--- src/verilog/uart_pkg.sv ---
// Shared UART constants, vector types, FSM encodings and frame structs for the RTL and testbench.
package uart_pkg;

    // bit timing.
    localparam int CLKS_PER_BIT = 16;
    localparam int DATA_BITS    = 8;

    typedef logic [7:0] uart_byte_t;
    typedef logic [3:0] bit_cnt_t;
    typedef logic [4:0] baud_cnt_t;

    // last count of a full bit period and of half a bit period.
    localparam baud_cnt_t BIT_LAST  = baud_cnt_t'(CLKS_PER_BIT - 1);
    localparam baud_cnt_t HALF_LAST = baud_cnt_t'(CLKS_PER_BIT / 2 - 1);
    localparam bit_cnt_t  DATA_LAST = bit_cnt_t'(DATA_BITS - 1);

    typedef struct packed {
        logic parity_en;
        logic parity_type;
    } uart_cfg_t;

    // one received frame, as sampled on the line.
    typedef struct packed {
        uart_byte_t data;
        logic       parity_bit;
        logic       parity_present;
        logic       stop_ok;
    } rx_frame_t;

    typedef struct packed {
        uart_byte_t data;
        logic       parity_err;
        logic       framing_err;
    } rx_result_t;

    typedef enum logic [2:0] {
        TX_IDLE,
        TX_START,
        TX_DATA,
        TX_PARITY,
        TX_STOP
    } tx_state_t;

    typedef enum logic [2:0] {
        RX_IDLE,
        RX_START,
        RX_DATA,
        RX_PARITY,
        RX_STOP
    } rx_state_t;

endpackage

--- src/verilog/uart_parity_top.sv ---
// Top level of the parity UART, joining transmitter, receiver and the shared parity unit.
module uart_parity_top (
    input  logic                 clk,
    input  logic                 rst_n,
    input  uart_pkg::uart_cfg_t  cfg,
    input  uart_pkg::uart_byte_t tx_data,
    input  logic                 tx_start,
    input  logic                 rxd,
    output logic                 txd,
    output logic                 tx_busy,
    output logic                 rx_valid,
    output uart_pkg::rx_result_t rx_result
);

    logic                 tx_parity_req;
    uart_pkg::uart_byte_t tx_parity_data;
    logic                 tx_parity;
    logic                 frame_valid;
    uart_pkg::rx_frame_t  rx_frame;
    logic                 rx_parity_type;

    uart_tx u_tx (
        .clk            (clk),
        .rst_n          (rst_n),
        .cfg            (cfg),
        .tx_data        (tx_data),
        .tx_start       (tx_start),
        .tx_parity      (tx_parity),
        .tx_parity_req  (tx_parity_req),
        .tx_parity_data (tx_parity_data),
        .txd            (txd),
        .tx_busy        (tx_busy)
    );

    // the request is made in the accept cycle, so the live type is the frame's type.
    uart_parity_unit u_parity (
        .clk             (clk),
        .rst_n           (rst_n),
        .cfg_parity_type (cfg.parity_type),
        .tx_parity_req   (tx_parity_req),
        .tx_parity_data  (tx_parity_data),
        .tx_parity       (tx_parity),
        .frame_valid     (frame_valid),
        .rx_frame        (rx_frame),
        .rx_parity_type  (rx_parity_type),
        .rx_valid        (rx_valid),
        .rx_result       (rx_result)
    );

    uart_rx u_rx (
        .clk            (clk),
        .rst_n          (rst_n),
        .cfg            (cfg),
        .rxd            (rxd),
        .frame_valid    (frame_valid),
        .rx_frame       (rx_frame),
        .rx_parity_type (rx_parity_type)
    );

endmodule

--- src/verilog/uart_parity_unit.sv ---
// Parity generation for the transmitter and parity/stop checking for received frames.
module uart_parity_unit (
    input  logic                 clk,
    input  logic                 rst_n,
    input  logic                 cfg_parity_type,
    input  logic                 tx_parity_req,
    input  uart_pkg::uart_byte_t tx_parity_data,
    output logic                 tx_parity,
    input  logic                 frame_valid,
    input  uart_pkg::rx_frame_t  rx_frame,
    input  logic                 rx_parity_type,
    output logic                 rx_valid,
    output uart_pkg::rx_result_t rx_result
);

    // even parity for type 0, odd parity for type 1.
    function automatic logic parity_of(
        input uart_pkg::uart_byte_t data,
        input logic                 parity_type
    );
        return (^data) ^ parity_type;
    endfunction

    logic rx_parity_bad;

    assign rx_parity_bad = rx_frame.parity_present &&
                           (parity_of(rx_frame.data, rx_parity_type) != rx_frame.parity_bit);

    always_ff @(posedge clk or negedge rst_n) begin
        if (!rst_n) begin
            tx_parity <= 1'b0;
        end else if (tx_parity_req) begin
            tx_parity <= parity_of(tx_parity_data, cfg_parity_type);
        end
    end

    // a new frame simply overwrites the previous result.
    always_ff @(posedge clk or negedge rst_n) begin
        if (!rst_n) begin
            rx_valid  <= 1'b0;
            rx_result <= '0;
        end else begin
            rx_valid <= frame_valid;
            if (frame_valid) begin
                rx_result.data        <= rx_frame.data;
                rx_result.parity_err  <= rx_parity_bad;
                rx_result.framing_err <= !rx_frame.stop_ok;
            end
        end
    end

endmodule

--- src/verilog/uart_rx.sv ---
// UART receiver with input synchronizer and mid-bit sampling, emitting one frame struct per frame.
module uart_rx (
    input  logic                 clk,
    input  logic                 rst_n,
    input  uart_pkg::uart_cfg_t  cfg,
    input  logic                 rxd,
    output logic                 frame_valid,
    output uart_pkg::rx_frame_t  rx_frame,
    output logic                 rx_parity_type
);

    uart_pkg::rx_state_t  state;
    uart_pkg::baud_cnt_t  baud_cnt;
    uart_pkg::bit_cnt_t   bit_cnt;
    uart_pkg::uart_cfg_t  cfg_q;
    uart_pkg::uart_byte_t data_q;

    logic rxd_meta;
    logic rxd_sync;
    logic rxd_prev;
    logic parity_q;
    logic fall;
    logic bit_end;

    // two-flop synchronizer, plus one more stage for edge detection.
    always_ff @(posedge clk or negedge rst_n) begin
        if (!rst_n) begin
            rxd_meta <= 1'b1;
            rxd_sync <= 1'b1;
            rxd_prev <= 1'b1;
        end else begin
            rxd_meta <= rxd;
            rxd_sync <= rxd_meta;
            rxd_prev <= rxd_sync;
        end
    end

    assign fall    = rxd_prev && !rxd_sync;
    assign bit_end = (baud_cnt == uart_pkg::BIT_LAST);

    // payload sampling at the middle of each data and parity bit.
    always_ff @(posedge clk) begin
        if (bit_end && (state == uart_pkg::RX_DATA)) begin
            data_q <= {rxd_sync, data_q[7:1]};
        end
        if (bit_end && (state == uart_pkg::RX_PARITY)) begin
            parity_q <= rxd_sync;
        end
    end

    always_ff @(posedge clk or negedge rst_n) begin
        if (!rst_n) begin
            state    <= uart_pkg::RX_IDLE;
            baud_cnt <= '0;
            bit_cnt  <= '0;
            cfg_q    <= '0;
        end else begin
            case (state)
                uart_pkg::RX_IDLE: begin
                    if (fall) begin
                        state    <= uart_pkg::RX_START;
                        baud_cnt <= '0;
                        cfg_q    <= cfg;
                    end
                end
                uart_pkg::RX_START: begin
                    if (baud_cnt == uart_pkg::HALF_LAST) begin
                        baud_cnt <= '0;
                        bit_cnt  <= '0;
                        // glitch if the line went high again before mid-bit.
                        state    <= rxd_sync ? uart_pkg::RX_IDLE : uart_pkg::RX_DATA;
                    end else begin
                        baud_cnt <= baud_cnt + 1'b1;
                    end
                end
                uart_pkg::RX_DATA: begin
                    if (bit_end) begin
                        baud_cnt <= '0;
                        if (bit_cnt == uart_pkg::DATA_LAST) begin
                            state <= cfg_q.parity_en ? uart_pkg::RX_PARITY : uart_pkg::RX_STOP;
                        end else begin
                            bit_cnt <= bit_cnt + 1'b1;
                        end
                    end else begin
                        baud_cnt <= baud_cnt + 1'b1;
                    end
                end
                uart_pkg::RX_PARITY: begin
                    if (bit_end) begin
                        baud_cnt <= '0;
                        state    <= uart_pkg::RX_STOP;
                    end else begin
                        baud_cnt <= baud_cnt + 1'b1;
                    end
                end
                uart_pkg::RX_STOP: begin
                    if (bit_end) begin
                        baud_cnt <= '0;
                        state    <= uart_pkg::RX_IDLE;
                    end else begin
                        baud_cnt <= baud_cnt + 1'b1;
                    end
                end
                default: begin
                    state <= uart_pkg::RX_IDLE;
                end
            endcase
        end
    end

    // frame is complete at the stop-bit sample.
    assign frame_valid = bit_end && (state == uart_pkg::RX_STOP);

    assign rx_frame.data           = data_q;
    assign rx_frame.parity_bit     = parity_q;
    assign rx_frame.parity_present = cfg_q.parity_en;
    assign rx_frame.stop_ok        = rxd_sync;

    assign rx_parity_type = cfg_q.parity_type;

endmodule

--- src/verilog/uart_tx.sv ---
// UART transmitter that serializes one byte per accepted tx_start, with optional parity bit.
module uart_tx (
    input  logic                 clk,
    input  logic                 rst_n,
    input  uart_pkg::uart_cfg_t  cfg,
    input  uart_pkg::uart_byte_t tx_data,
    input  logic                 tx_start,
    input  logic                 tx_parity,
    output logic                 tx_parity_req,
    output uart_pkg::uart_byte_t tx_parity_data,
    output logic                 txd,
    output logic                 tx_busy
);

    uart_pkg::tx_state_t  state;
    uart_pkg::baud_cnt_t  baud_cnt;
    uart_pkg::bit_cnt_t   bit_cnt;
    uart_pkg::uart_cfg_t  cfg_q;
    uart_pkg::uart_byte_t shift_q;

    logic accept;
    logic bit_end;
    logic shift_en;

    // a new frame is only taken while the line is idle.
    assign accept   = tx_start && (state == uart_pkg::TX_IDLE);
    assign bit_end  = (baud_cnt == uart_pkg::BIT_LAST);
    assign shift_en = bit_end &&
                      ((state == uart_pkg::TX_START) || (state == uart_pkg::TX_DATA));

    // parity is requested at accept time, so the unit sees the same byte and type.
    assign tx_parity_req  = accept;
    assign tx_parity_data = tx_data;

    assign tx_busy = (state != uart_pkg::TX_IDLE);

    always_ff @(posedge clk) begin
        if (accept) begin
            shift_q <= tx_data;
        end else if (shift_en) begin
            shift_q <= {1'b0, shift_q[7:1]};
        end
    end

    always_ff @(posedge clk or negedge rst_n) begin
        if (!rst_n) begin
            state    <= uart_pkg::TX_IDLE;
            baud_cnt <= '0;
            bit_cnt  <= '0;
            cfg_q    <= '0;
            txd      <= 1'b1;
        end else begin
            if (state != uart_pkg::TX_IDLE) begin
                baud_cnt <= bit_end ? '0 : baud_cnt + 1'b1;
            end

            case (state)
                uart_pkg::TX_IDLE: begin
                    if (accept) begin
                        state    <= uart_pkg::TX_START;
                        cfg_q    <= cfg;
                        baud_cnt <= '0;
                        txd      <= 1'b0;
                    end
                end
                uart_pkg::TX_START: begin
                    if (bit_end) begin
                        state   <= uart_pkg::TX_DATA;
                        bit_cnt <= '0;
                        txd     <= shift_q[0];
                    end
                end
                uart_pkg::TX_DATA: begin
                    if (bit_end) begin
                        if (bit_cnt == uart_pkg::DATA_LAST) begin
                            if (cfg_q.parity_en) begin
                                state <= uart_pkg::TX_PARITY;
                                txd   <= tx_parity;
                            end else begin
                                state <= uart_pkg::TX_STOP;
                                txd   <= 1'b1;
                            end
                        end else begin
                            bit_cnt <= bit_cnt + 1'b1;
                            txd     <= shift_q[0];
                        end
                    end
                end
                uart_pkg::TX_PARITY: begin
                    if (bit_end) begin
                        state <= uart_pkg::TX_STOP;
                        txd   <= 1'b1;
                    end
                end
                uart_pkg::TX_STOP: begin
                    // line stays high into idle.
                    if (bit_end) begin
                        state <= uart_pkg::TX_IDLE;
                    end
                end
                default: begin
                    state <= uart_pkg::TX_IDLE;
                    txd   <= 1'b1;
                end
            endcase
        end
    end

endmodule
--- config.mk ---
export PLATFORM = sky130hd
export DESIGN_NAME = uart_parity_top
export DESIGN_NICKNAME = d
export VERILOG_FILES = /design/src/verilog/uart_pkg.sv /design/src/verilog/uart_parity_top.sv /design/src/verilog/uart_parity_unit.sv /design/src/verilog/uart_rx.sv /design/src/verilog/uart_tx.sv
export SDC_FILE = /design/constraint.sdc
export NUM_CORES = 1
export LEC_CHECK = 0
export ABC_AREA = 0
export ABC_CLOCK_PERIOD_IN_PS = 2400
export BUFFER_PORTS_ARGS = -buffer_cell sky130_fd_sc_hd__buf_2
export CAP_MARGIN = 25
export CELL_PAD_IN_SITES_DETAIL_PLACEMENT = 0
export CELL_PAD_IN_SITES_GLOBAL_PLACEMENT = 2
export CORE_MARGIN = 4
export CORE_UTILIZATION = 40
export DETAILED_ROUTE_END_ITERATION = 7
export PLACE_DENSITY = 0.77
export SYNTH_ARGS = -nofsm -noshare
export SYNTH_HDL_FRONTEND = slang
export SYNTH_SLANG_ARGS = --single-unit
--- constraint.sdc ---
create_clock -name clk -period 2.4 [get_ports clk]
set_clock_uncertainty 0.15 [all_clocks]
set_input_delay 0.24 -clock clk [delete_from_list [all_inputs] [get_ports clk]]
set_output_delay 0.24 -clock clk [all_outputs]
set_load 0.01 [all_outputs]
==> metrics.yaml, run 1 <==
timing:
  worst_pin_slew_ns: 0.583
  slew_headroom_pct: 61.2
  finalHoldViolCount: 0
  fin_crit_ns: 2.06
  slew_violations: 0
  hold_ws_ns: 0.0185
  fmax_ghz: 0.487
  setup_viol: 0
  finalSetupTns_ns: 0
  period_share_pct: 85.6
  grt_setup_unrepaired: "no"
  setup_ws_ns: 0.345
placed_design:
  placed_area_um2: 3270
  post-dp-hpwl_mm: 4.14
  numPortBuffers: 26
  place_ws_ns: 0.338
  routabilityCongestion: 0.770
  placedCellCount: 383
die:
  io-pin-count: 27
  fp.dieH_um: 94.3
  die-area_um2: 8900
  initial_core_util_pct: 41.1
  core_um2: 7250
  die_w_um: 94.3
  std_cell_rows: 31
routing:
  drc_errors: 0
  vias: 2049
  antenna_left: 0
  drtIter0Drc: 90
  wl_per_cell_um: 14.6
  drt_pass1_iterations: 4
  drt_wl_total_mm: 5.87
  routed_via_density: 5.11
hold_path:
  min_path_type: "in -> reg"
job:
  drv_cap: 0
global_routing:
  grt_pass1_wl_mm: 10.2
  overflow: 0
  grt_max_degree: 34
  grt_usage_pct: 14.8
  grt_pass1_vias: 2055
  antenna_found_initial: 0
pwr:
  vdd_ir_drop_max_mv: 0.325
  p_clk_share_pct: 36.7
  internal-power_mw: 1.91
  switchingPower_mw: 0.749
  power_density_nw_per_um2: 757
  power.total_mw: 2.65
  pwr-share-comb_pct: 18.8
  switching_share_pct: 28.2
  pwr-share-seq_pct: 44.5
  p_leak_nw: 1.55
critical_path:
  end_kind: "flip-flop"
  crit_path_max_incr_delay_ns: 0.63
  worst_path_max_delay_cell: "or3_1"
  cp.required_ns: 2.47
  crit_chain: "ha_1 -> nand3_1 -> or3_1 -> mux2_4"
  worstSetupStartpointType: "flip-flop"
  worstPathArrival_ns: 2.12
  crit_type: "reg -> reg"
  r2r_slack_ns: 0.34
  critPathMaxFanout: 13
finish:
  antenna_cells: 0
  final_area_um2: 3510
  finalNetCount: 316
  final_cells: 401
  utilization_pct: 48.3
  layout-drive-gt1-share_pct: 27.8
  syn_to_final_growth_pct: 17.6
synthesis:
  syn_area_um2: 2980
  yosys.area_share.simple_pct: 16.2
  synth_compound_area_share_pct: 10.6
  synth_fa_ha_area_share_pct: 2.10
  synthArstFlopShare_pct: 71.7
  synth_edf_count: 17
  synth_nets: 277
  yosys_warnings: 0
  synth_cells: 258
  yosys_register_bits: 60
  ys.flop_type: "dfrtp_1"
  yosysSeqAreaShare_pct: 53.4
  synth.distinct_cells: 54
  syn-mean-instance-area_um2: 11.6
  synth_top_family_by_area: "simple AND/OR/NAND/NOR gates"
  synth_mux_area_share_pct: 9.53
  synth-xor-area-share_pct: 5.33
clocking:
  htreeDepth: 3
  clk_pin_slew_worst_paths_ns: 0.07
  insertion_delay_ns: 0.34
  cts_tree: "built"
  cts_resized: 0
  cts_made_buffers: 9
  cts_setup_buffers: 0
  cts_max_path_buffers: 2
  clock_sinks: 60
  root_buffer: "clkbuf_8"
outcome:
  status: "completed"
-- state kept, by name, summed over array words and instances, names as in the netlist, 3 cells and up --
signal and count:
u_tx.bit_cnt 4, u_rx.state 3, u_rx.baud_cnt 5, u_rx.data_q 8, u_rx.bit_cnt 4, u_tx.state 3, u_tx.baud_cnt 5, u_parity.rx_result 10
u_tx.shift_q 8
-- per-layer routing --
metal | up-vias | wire length (um) | GRT usage, %
met2 | 39 | 2500 | 21.2
met5 | - | 0 | 0
met4 | 0 | 102 | 6.86
li1 | 1022 | - | -
met3 | 8 | 220 | 3.19
met1 | 980 | 3040 | 21.4
-- power by group through the flow --
stage / logic [mW] / clock network [mW] / registers (mW)
floorplan: 0.373 / 0 / 1.18
global placement: 0.495 / 0 / 1.20
detailed placement: 0.496 / 0 / 1.20
CTS: 0.501 / 1.01 / 1.18
global route: 0.554 / 1.05 / 1.19
finish: 0.498 / 0.974 / 1.18
-- cells in the mapped netlist, types with 4 or more instances --
library cell | count | share of area [%]
nand2_1 | 18 | 2.3
clkbuf_1 | 7 | 0.88
edfxtp_1 | 17 | 17
nand3b_1 | 4 | 1.0
nand3_1 | 6 | 1.0
mux2i_1 | 4 | 1.3
xnor2_1 | 10 | 2.9
dfrtp_1 | 39 | 33
buf_2 | 4 | 0.67
ha_1 | 5 | 2.1
nor3b_1 | 6 | 1.5
nor3_1 | 8 | 1.3
a21oi_1 | 13 | 2.2
mux2_2 | 15 | 5.7
mux2_4 | 5 | 2.5
o21ai_0 | 17 | 2.9
dfstp_2 | 4 | 3.5
or3_1 | 5 | 1.0
inv_1 | 7 | 0.88
nor2_1 | 12 | 1.5
-- timing repair --
action,in CTS,in global routing
hold buffers,2,0
setup endpoints to repair,0,0
endpoints found under the hold margin,11,0
-- final cells by class --
cell class | instances | area, um^2
clock buffer | 10 | 149
clock inverter | 6 | 68.8
fill | 685 | 3750
inverter | 7 | 26.3
multi-input combinational | 179 | 1310
sequential | 60 | 1590
tap | 99 | 124
timing repair buffer | 40 | 240
-- logic make-up after synthesis --
kind of cell             after synthesis
flip-flops                            60
adder cells (fa/ha/maj)                5
AO/OA/AOI/OAI                         50
AND/OR/NAND/NOR                       85
buffers and inverters                 19
XOR/XNOR                              15
multiplexers                          24
-- critical path, delay by kind of cell, from the launching register on --
kind | cells | cell delay, ns
simple gates | 2 | 0.78
mux | 1 | 0.39
fa+ha+maj | 1 | 0.24
flops | 1 | 0.37
-- worst paths after layout --
path                                                    from  cells past startpoint                                 to
min in group asynchronous                              rst_n                      2         u_tx.baud_cnt[2]$_DFF_PN0_
max in group asynchronous                              rst_n                      3            u_rx.rxd_sync$_DFF_PN1_
worst max-delay path            u_rx.baud_cnt[1]$_DFFE_PN0P_                      4  u_parity.rx_result[7]$_DFFE_PN0P_
worst min-delay path                                  cfg[0]                      2    u_rx.rx_parity_type$_DFFE_PN0P_
worst max register to register  u_rx.baud_cnt[1]$_DFFE_PN0P_                      4  u_parity.rx_result[7]$_DFFE_PN0P_
worst min register to register       u_rx.rxd_meta$_DFF_PN1_                      0            u_rx.rxd_sync$_DFF_PN1_
-- cells in the final DEF (no fill, tap or decap), types with 5 or more instances in the layout --
cell type / n
dfrtp_1: 39
buf_2: 26
nand2_1: 18
o21ai_0: 17
edfxtp_1: 17
mux2_2: 15
a21oi_1: 13
nor2_1: 12
buf_4: 12
xnor2_1: 10
clkbuf_8: 9
nor3_1: 8
inv_1: 7
nand3_1: 6
nor3b_1: 6
or3_1: 5
mux2_4: 5
ha_1: 5
No activity file was read; power rests on OpenSTA's default activity.
==> inputs of run 2 (changes only) <==
--- a/config.mk
+++ b/config.mk
@@ -12,9 +12,11 @@
 export CELL_PAD_IN_SITES_DETAIL_PLACEMENT = 0
 export CELL_PAD_IN_SITES_GLOBAL_PLACEMENT = 2
 export CORE_MARGIN = 4
-export CORE_UTILIZATION = 40
+export CORE_UTILIZATION = 41
+export CTS_BUF_LIST = sky130_fd_sc_hd__clkbuf_4
 export DETAILED_ROUTE_END_ITERATION = 7
-export PLACE_DENSITY = 0.77
+export PLACE_DENSITY = 0.79
+export REMOVE_ABC_BUFFERS = 1
 export SYNTH_ARGS = -nofsm -noshare
 export SYNTH_HDL_FRONTEND = slang
 export SYNTH_SLANG_ARGS = --single-unit
==> run 2 against run 1 <==
  * Design area increased by 0.82%
  * Combinational power increased by 3%
  * Critical path type unchanged
  * Count of clock-buffer cells in the layout down 1
  * Die area shrank 2.2%
  * Non-clock buffer count up 9
==> metrics.yaml, run 2 (synthesis gave the netlist of run 1 again) <==
outcome:
  status: "completed"
clocking:
  cts_tree: "built"
  cts_max_path_buffers: 2  # unchanged
  clk_pin_slew_worst_paths_ns: 0.11  # +0.04 ns
  clock_sinks: 60  # unchanged
  htreeDepth: 3  # unchanged
  root_buffer: "clkbuf_4"
  insertion_delay_ns: 0.40  # +0.06 ns
  cts_made_buffers: 9  # unchanged
  cts_setup_buffers: 0  # unchanged
  cts_resized: 0  # unchanged
die:
  std_cell_rows: 30  # -3.2%
  core_um2: 6940  # -4.3%
  die_w_um: 93.3  # -1.1%
  io-pin-count: 27  # unchanged
  fp.dieH_um: 93.3  # -1.1%
  die-area_um2: 8700  # -2.2%
  initial_core_util_pct: 42.9  # +1.8 points
timing:
  hold_ws_ns: 0.159  # +0.140 ns
  slew_violations: 0  # unchanged
  fin_crit_ns: 2.09  # +0.0331 ns
  grt_setup_unrepaired: "no"
  fmax_ghz: 0.479  # -1.6%
  setup_viol: 0  # unchanged
  setup_ws_ns: 0.312  # -0.0331 ns
  period_share_pct: 87.0  # +1.4 points
  slew_headroom_pct: 60.7  # -0.42 points
  finalSetupTns_ns: 0  # unchanged
  worst_pin_slew_ns: 0.589  # +0.00626 ns
  finalHoldViolCount: 0  # unchanged
finish:
  multi_input_area_um2: 1310  # unchanged
  top_register: "u_parity.rx_result"
  mostFrequentLayoutCell: "dfrtp_1"
  largest_reg_flops: 10  # unchanged
  regArea_um2: 1590  # unchanged
  layout-drive-gt1-share_pct: 26.4  # -1.4 points
  finalNetCount: 325  # +2.8%
  final_area_um2: 3530  # +0.82%
  top_regs: "u_parity.rx_result (10), u_rx.data_q (8), u_tx.shift_q (8)"
  syn_to_final_growth_pct: 18.5
  final_cell_mix: "dfrtp_1 (39), buf_2 (26), nand2_1 (18), o21ai_0 (17), edfxtp_1 (17)"
  antenna_cells: 0  # unchanged
  fillers: 641  # -6.4%
placed_design:
  post-dp-hpwl_mm: 4.12  # -0.35%
  placed_area_um2: 3260  # -0.19%
  routabilityCongestion: 0.720  # -6.5%
  place_ws_ns: 0.318  # -0.0198 ns
  numPortBuffers: 26  # unchanged
critical_path:
  worstPathArrival_ns: 2.23  # +0.11 ns
  critPathMaxFanout: 13  # unchanged
  end_kind: "flip-flop"
  crit_type: "reg -> reg"
  cp.required_ns: 2.54  # +0.07 ns
  worstSetupStartpointType: "flip-flop"
global_routing:
  overflow: 0  # unchanged
  antenna_found_initial: 0  # unchanged
  grt_usage_pct: 14.6  # -0.17 points
  grt_pass1_vias: 2102  # +2.3%
  grt_pass1_wl_mm: 9.85  # -3.7%
  grt_max_degree: 26  # -24%
routing:
  drt_wl_total_mm: 5.81  # -1.1%
  vias: 2079  # +1.5%
  wl_per_cell_um: 14.3  # -2.5%
  antenna_left: 0  # unchanged
  drt_pass1_iterations: 4  # unchanged
  drc_errors: 0  # unchanged
  routed_via_density: 5.11  # about the same
  drtIter0Drc: 94  # +4.4%
pwr:
  vdd_ir_drop_max_mv: 0.340  # +4.7%
  p_leak_nw: 1.56  # +0.86%
  power_density_nw_per_um2: 686  # -9.4%
hold_path:
  min_path_type: "in -> async"
job:
  drv_cap: 0  # unchanged
run 2: worst paths after layout:
kind | from | to | slack [ns] | depth (start not counted)
setup / recovery | u_rx.state[0]$_DFFE_PN0P_ | u_parity.rx_result[7]$_DFFE_PN0P_ | 0.31 | 3
hold / removal | rst_n | u_parity.tx_parity$_DFFE_PN0P_ | 0.16 | 2
setup reg to reg | u_rx.state[0]$_DFFE_PN0P_ | u_parity.rx_result[7]$_DFFE_PN0P_ | 0.31 | 3
hold reg to reg | u_rx.rxd_meta$_DFF_PN1_ | u_rx.rxd_sync$_DFF_PN1_ | 0.21 | 0
max in group asynchronous | rst_n | u_rx.rxd_meta$_DFF_PN1_ | 1.37 | 3
min in group clk | u_rx.rxd_meta$_DFF_PN1_ | u_rx.rxd_sync$_DFF_PN1_ | 0.21 | 0
run 2: repair_timing:
item,CTS,global route
endpoints found under the setup margin,0,0
hold buffers,13,0
hold endpoints to repair,48,0
run 2: power by group:
group          leakage (nW)  switching (mW)  internal [mW]  total (mW)
Combinational         0.779           0.248          0.263       0.512
Clock                0.0807           0.406          0.325       0.731
Sequential            0.702          0.0681           1.11        1.18
run 2: metal layers:
| layer | wire (um) | global-route usage [%] | vias to the layer above |
|---|---|---|---|
| li1 | - | - | 1042 |
| met1 | 2760 | 18.2 | 1009 |
| met2 | 2860 | 23.5 | 22 |
| met3 | 137 | 3.30 | 6 |
| met4 | 56 | 7.81 | 0 |
| met5 | 0 | 0 | - |
run 2: layout make-up:
cell class | instances | share of cell area [%]
Multi-Input combinational cell | 179 | 37.0
Tap cell | 96 | 3.40
Timing Repair Buffer | 49 | 9.84
Inverter | 7 | 0.743
Clock buffer | 9 | 1.91
Sequential cell | 60 | 45.0
Clock inverter | 7 | 2.12
run 2: worst max-delay path, cell delays in order (launching register included):
cell and delay, ns:
dfrtp_1 0.43, or3b_1 0.41, or3_1 0.59, mux2_4 0.39
run 2: stage by stage:
step                      std cells  total power, mW  util [%]
after floorplan                 246             1.54         -
after global placement          378             1.70      47.0
after detailed placement        378             1.70      47.0
after CTS                       407             2.47      50.9
after global routing            407             2.57      50.9
final                           407             2.43      50.9
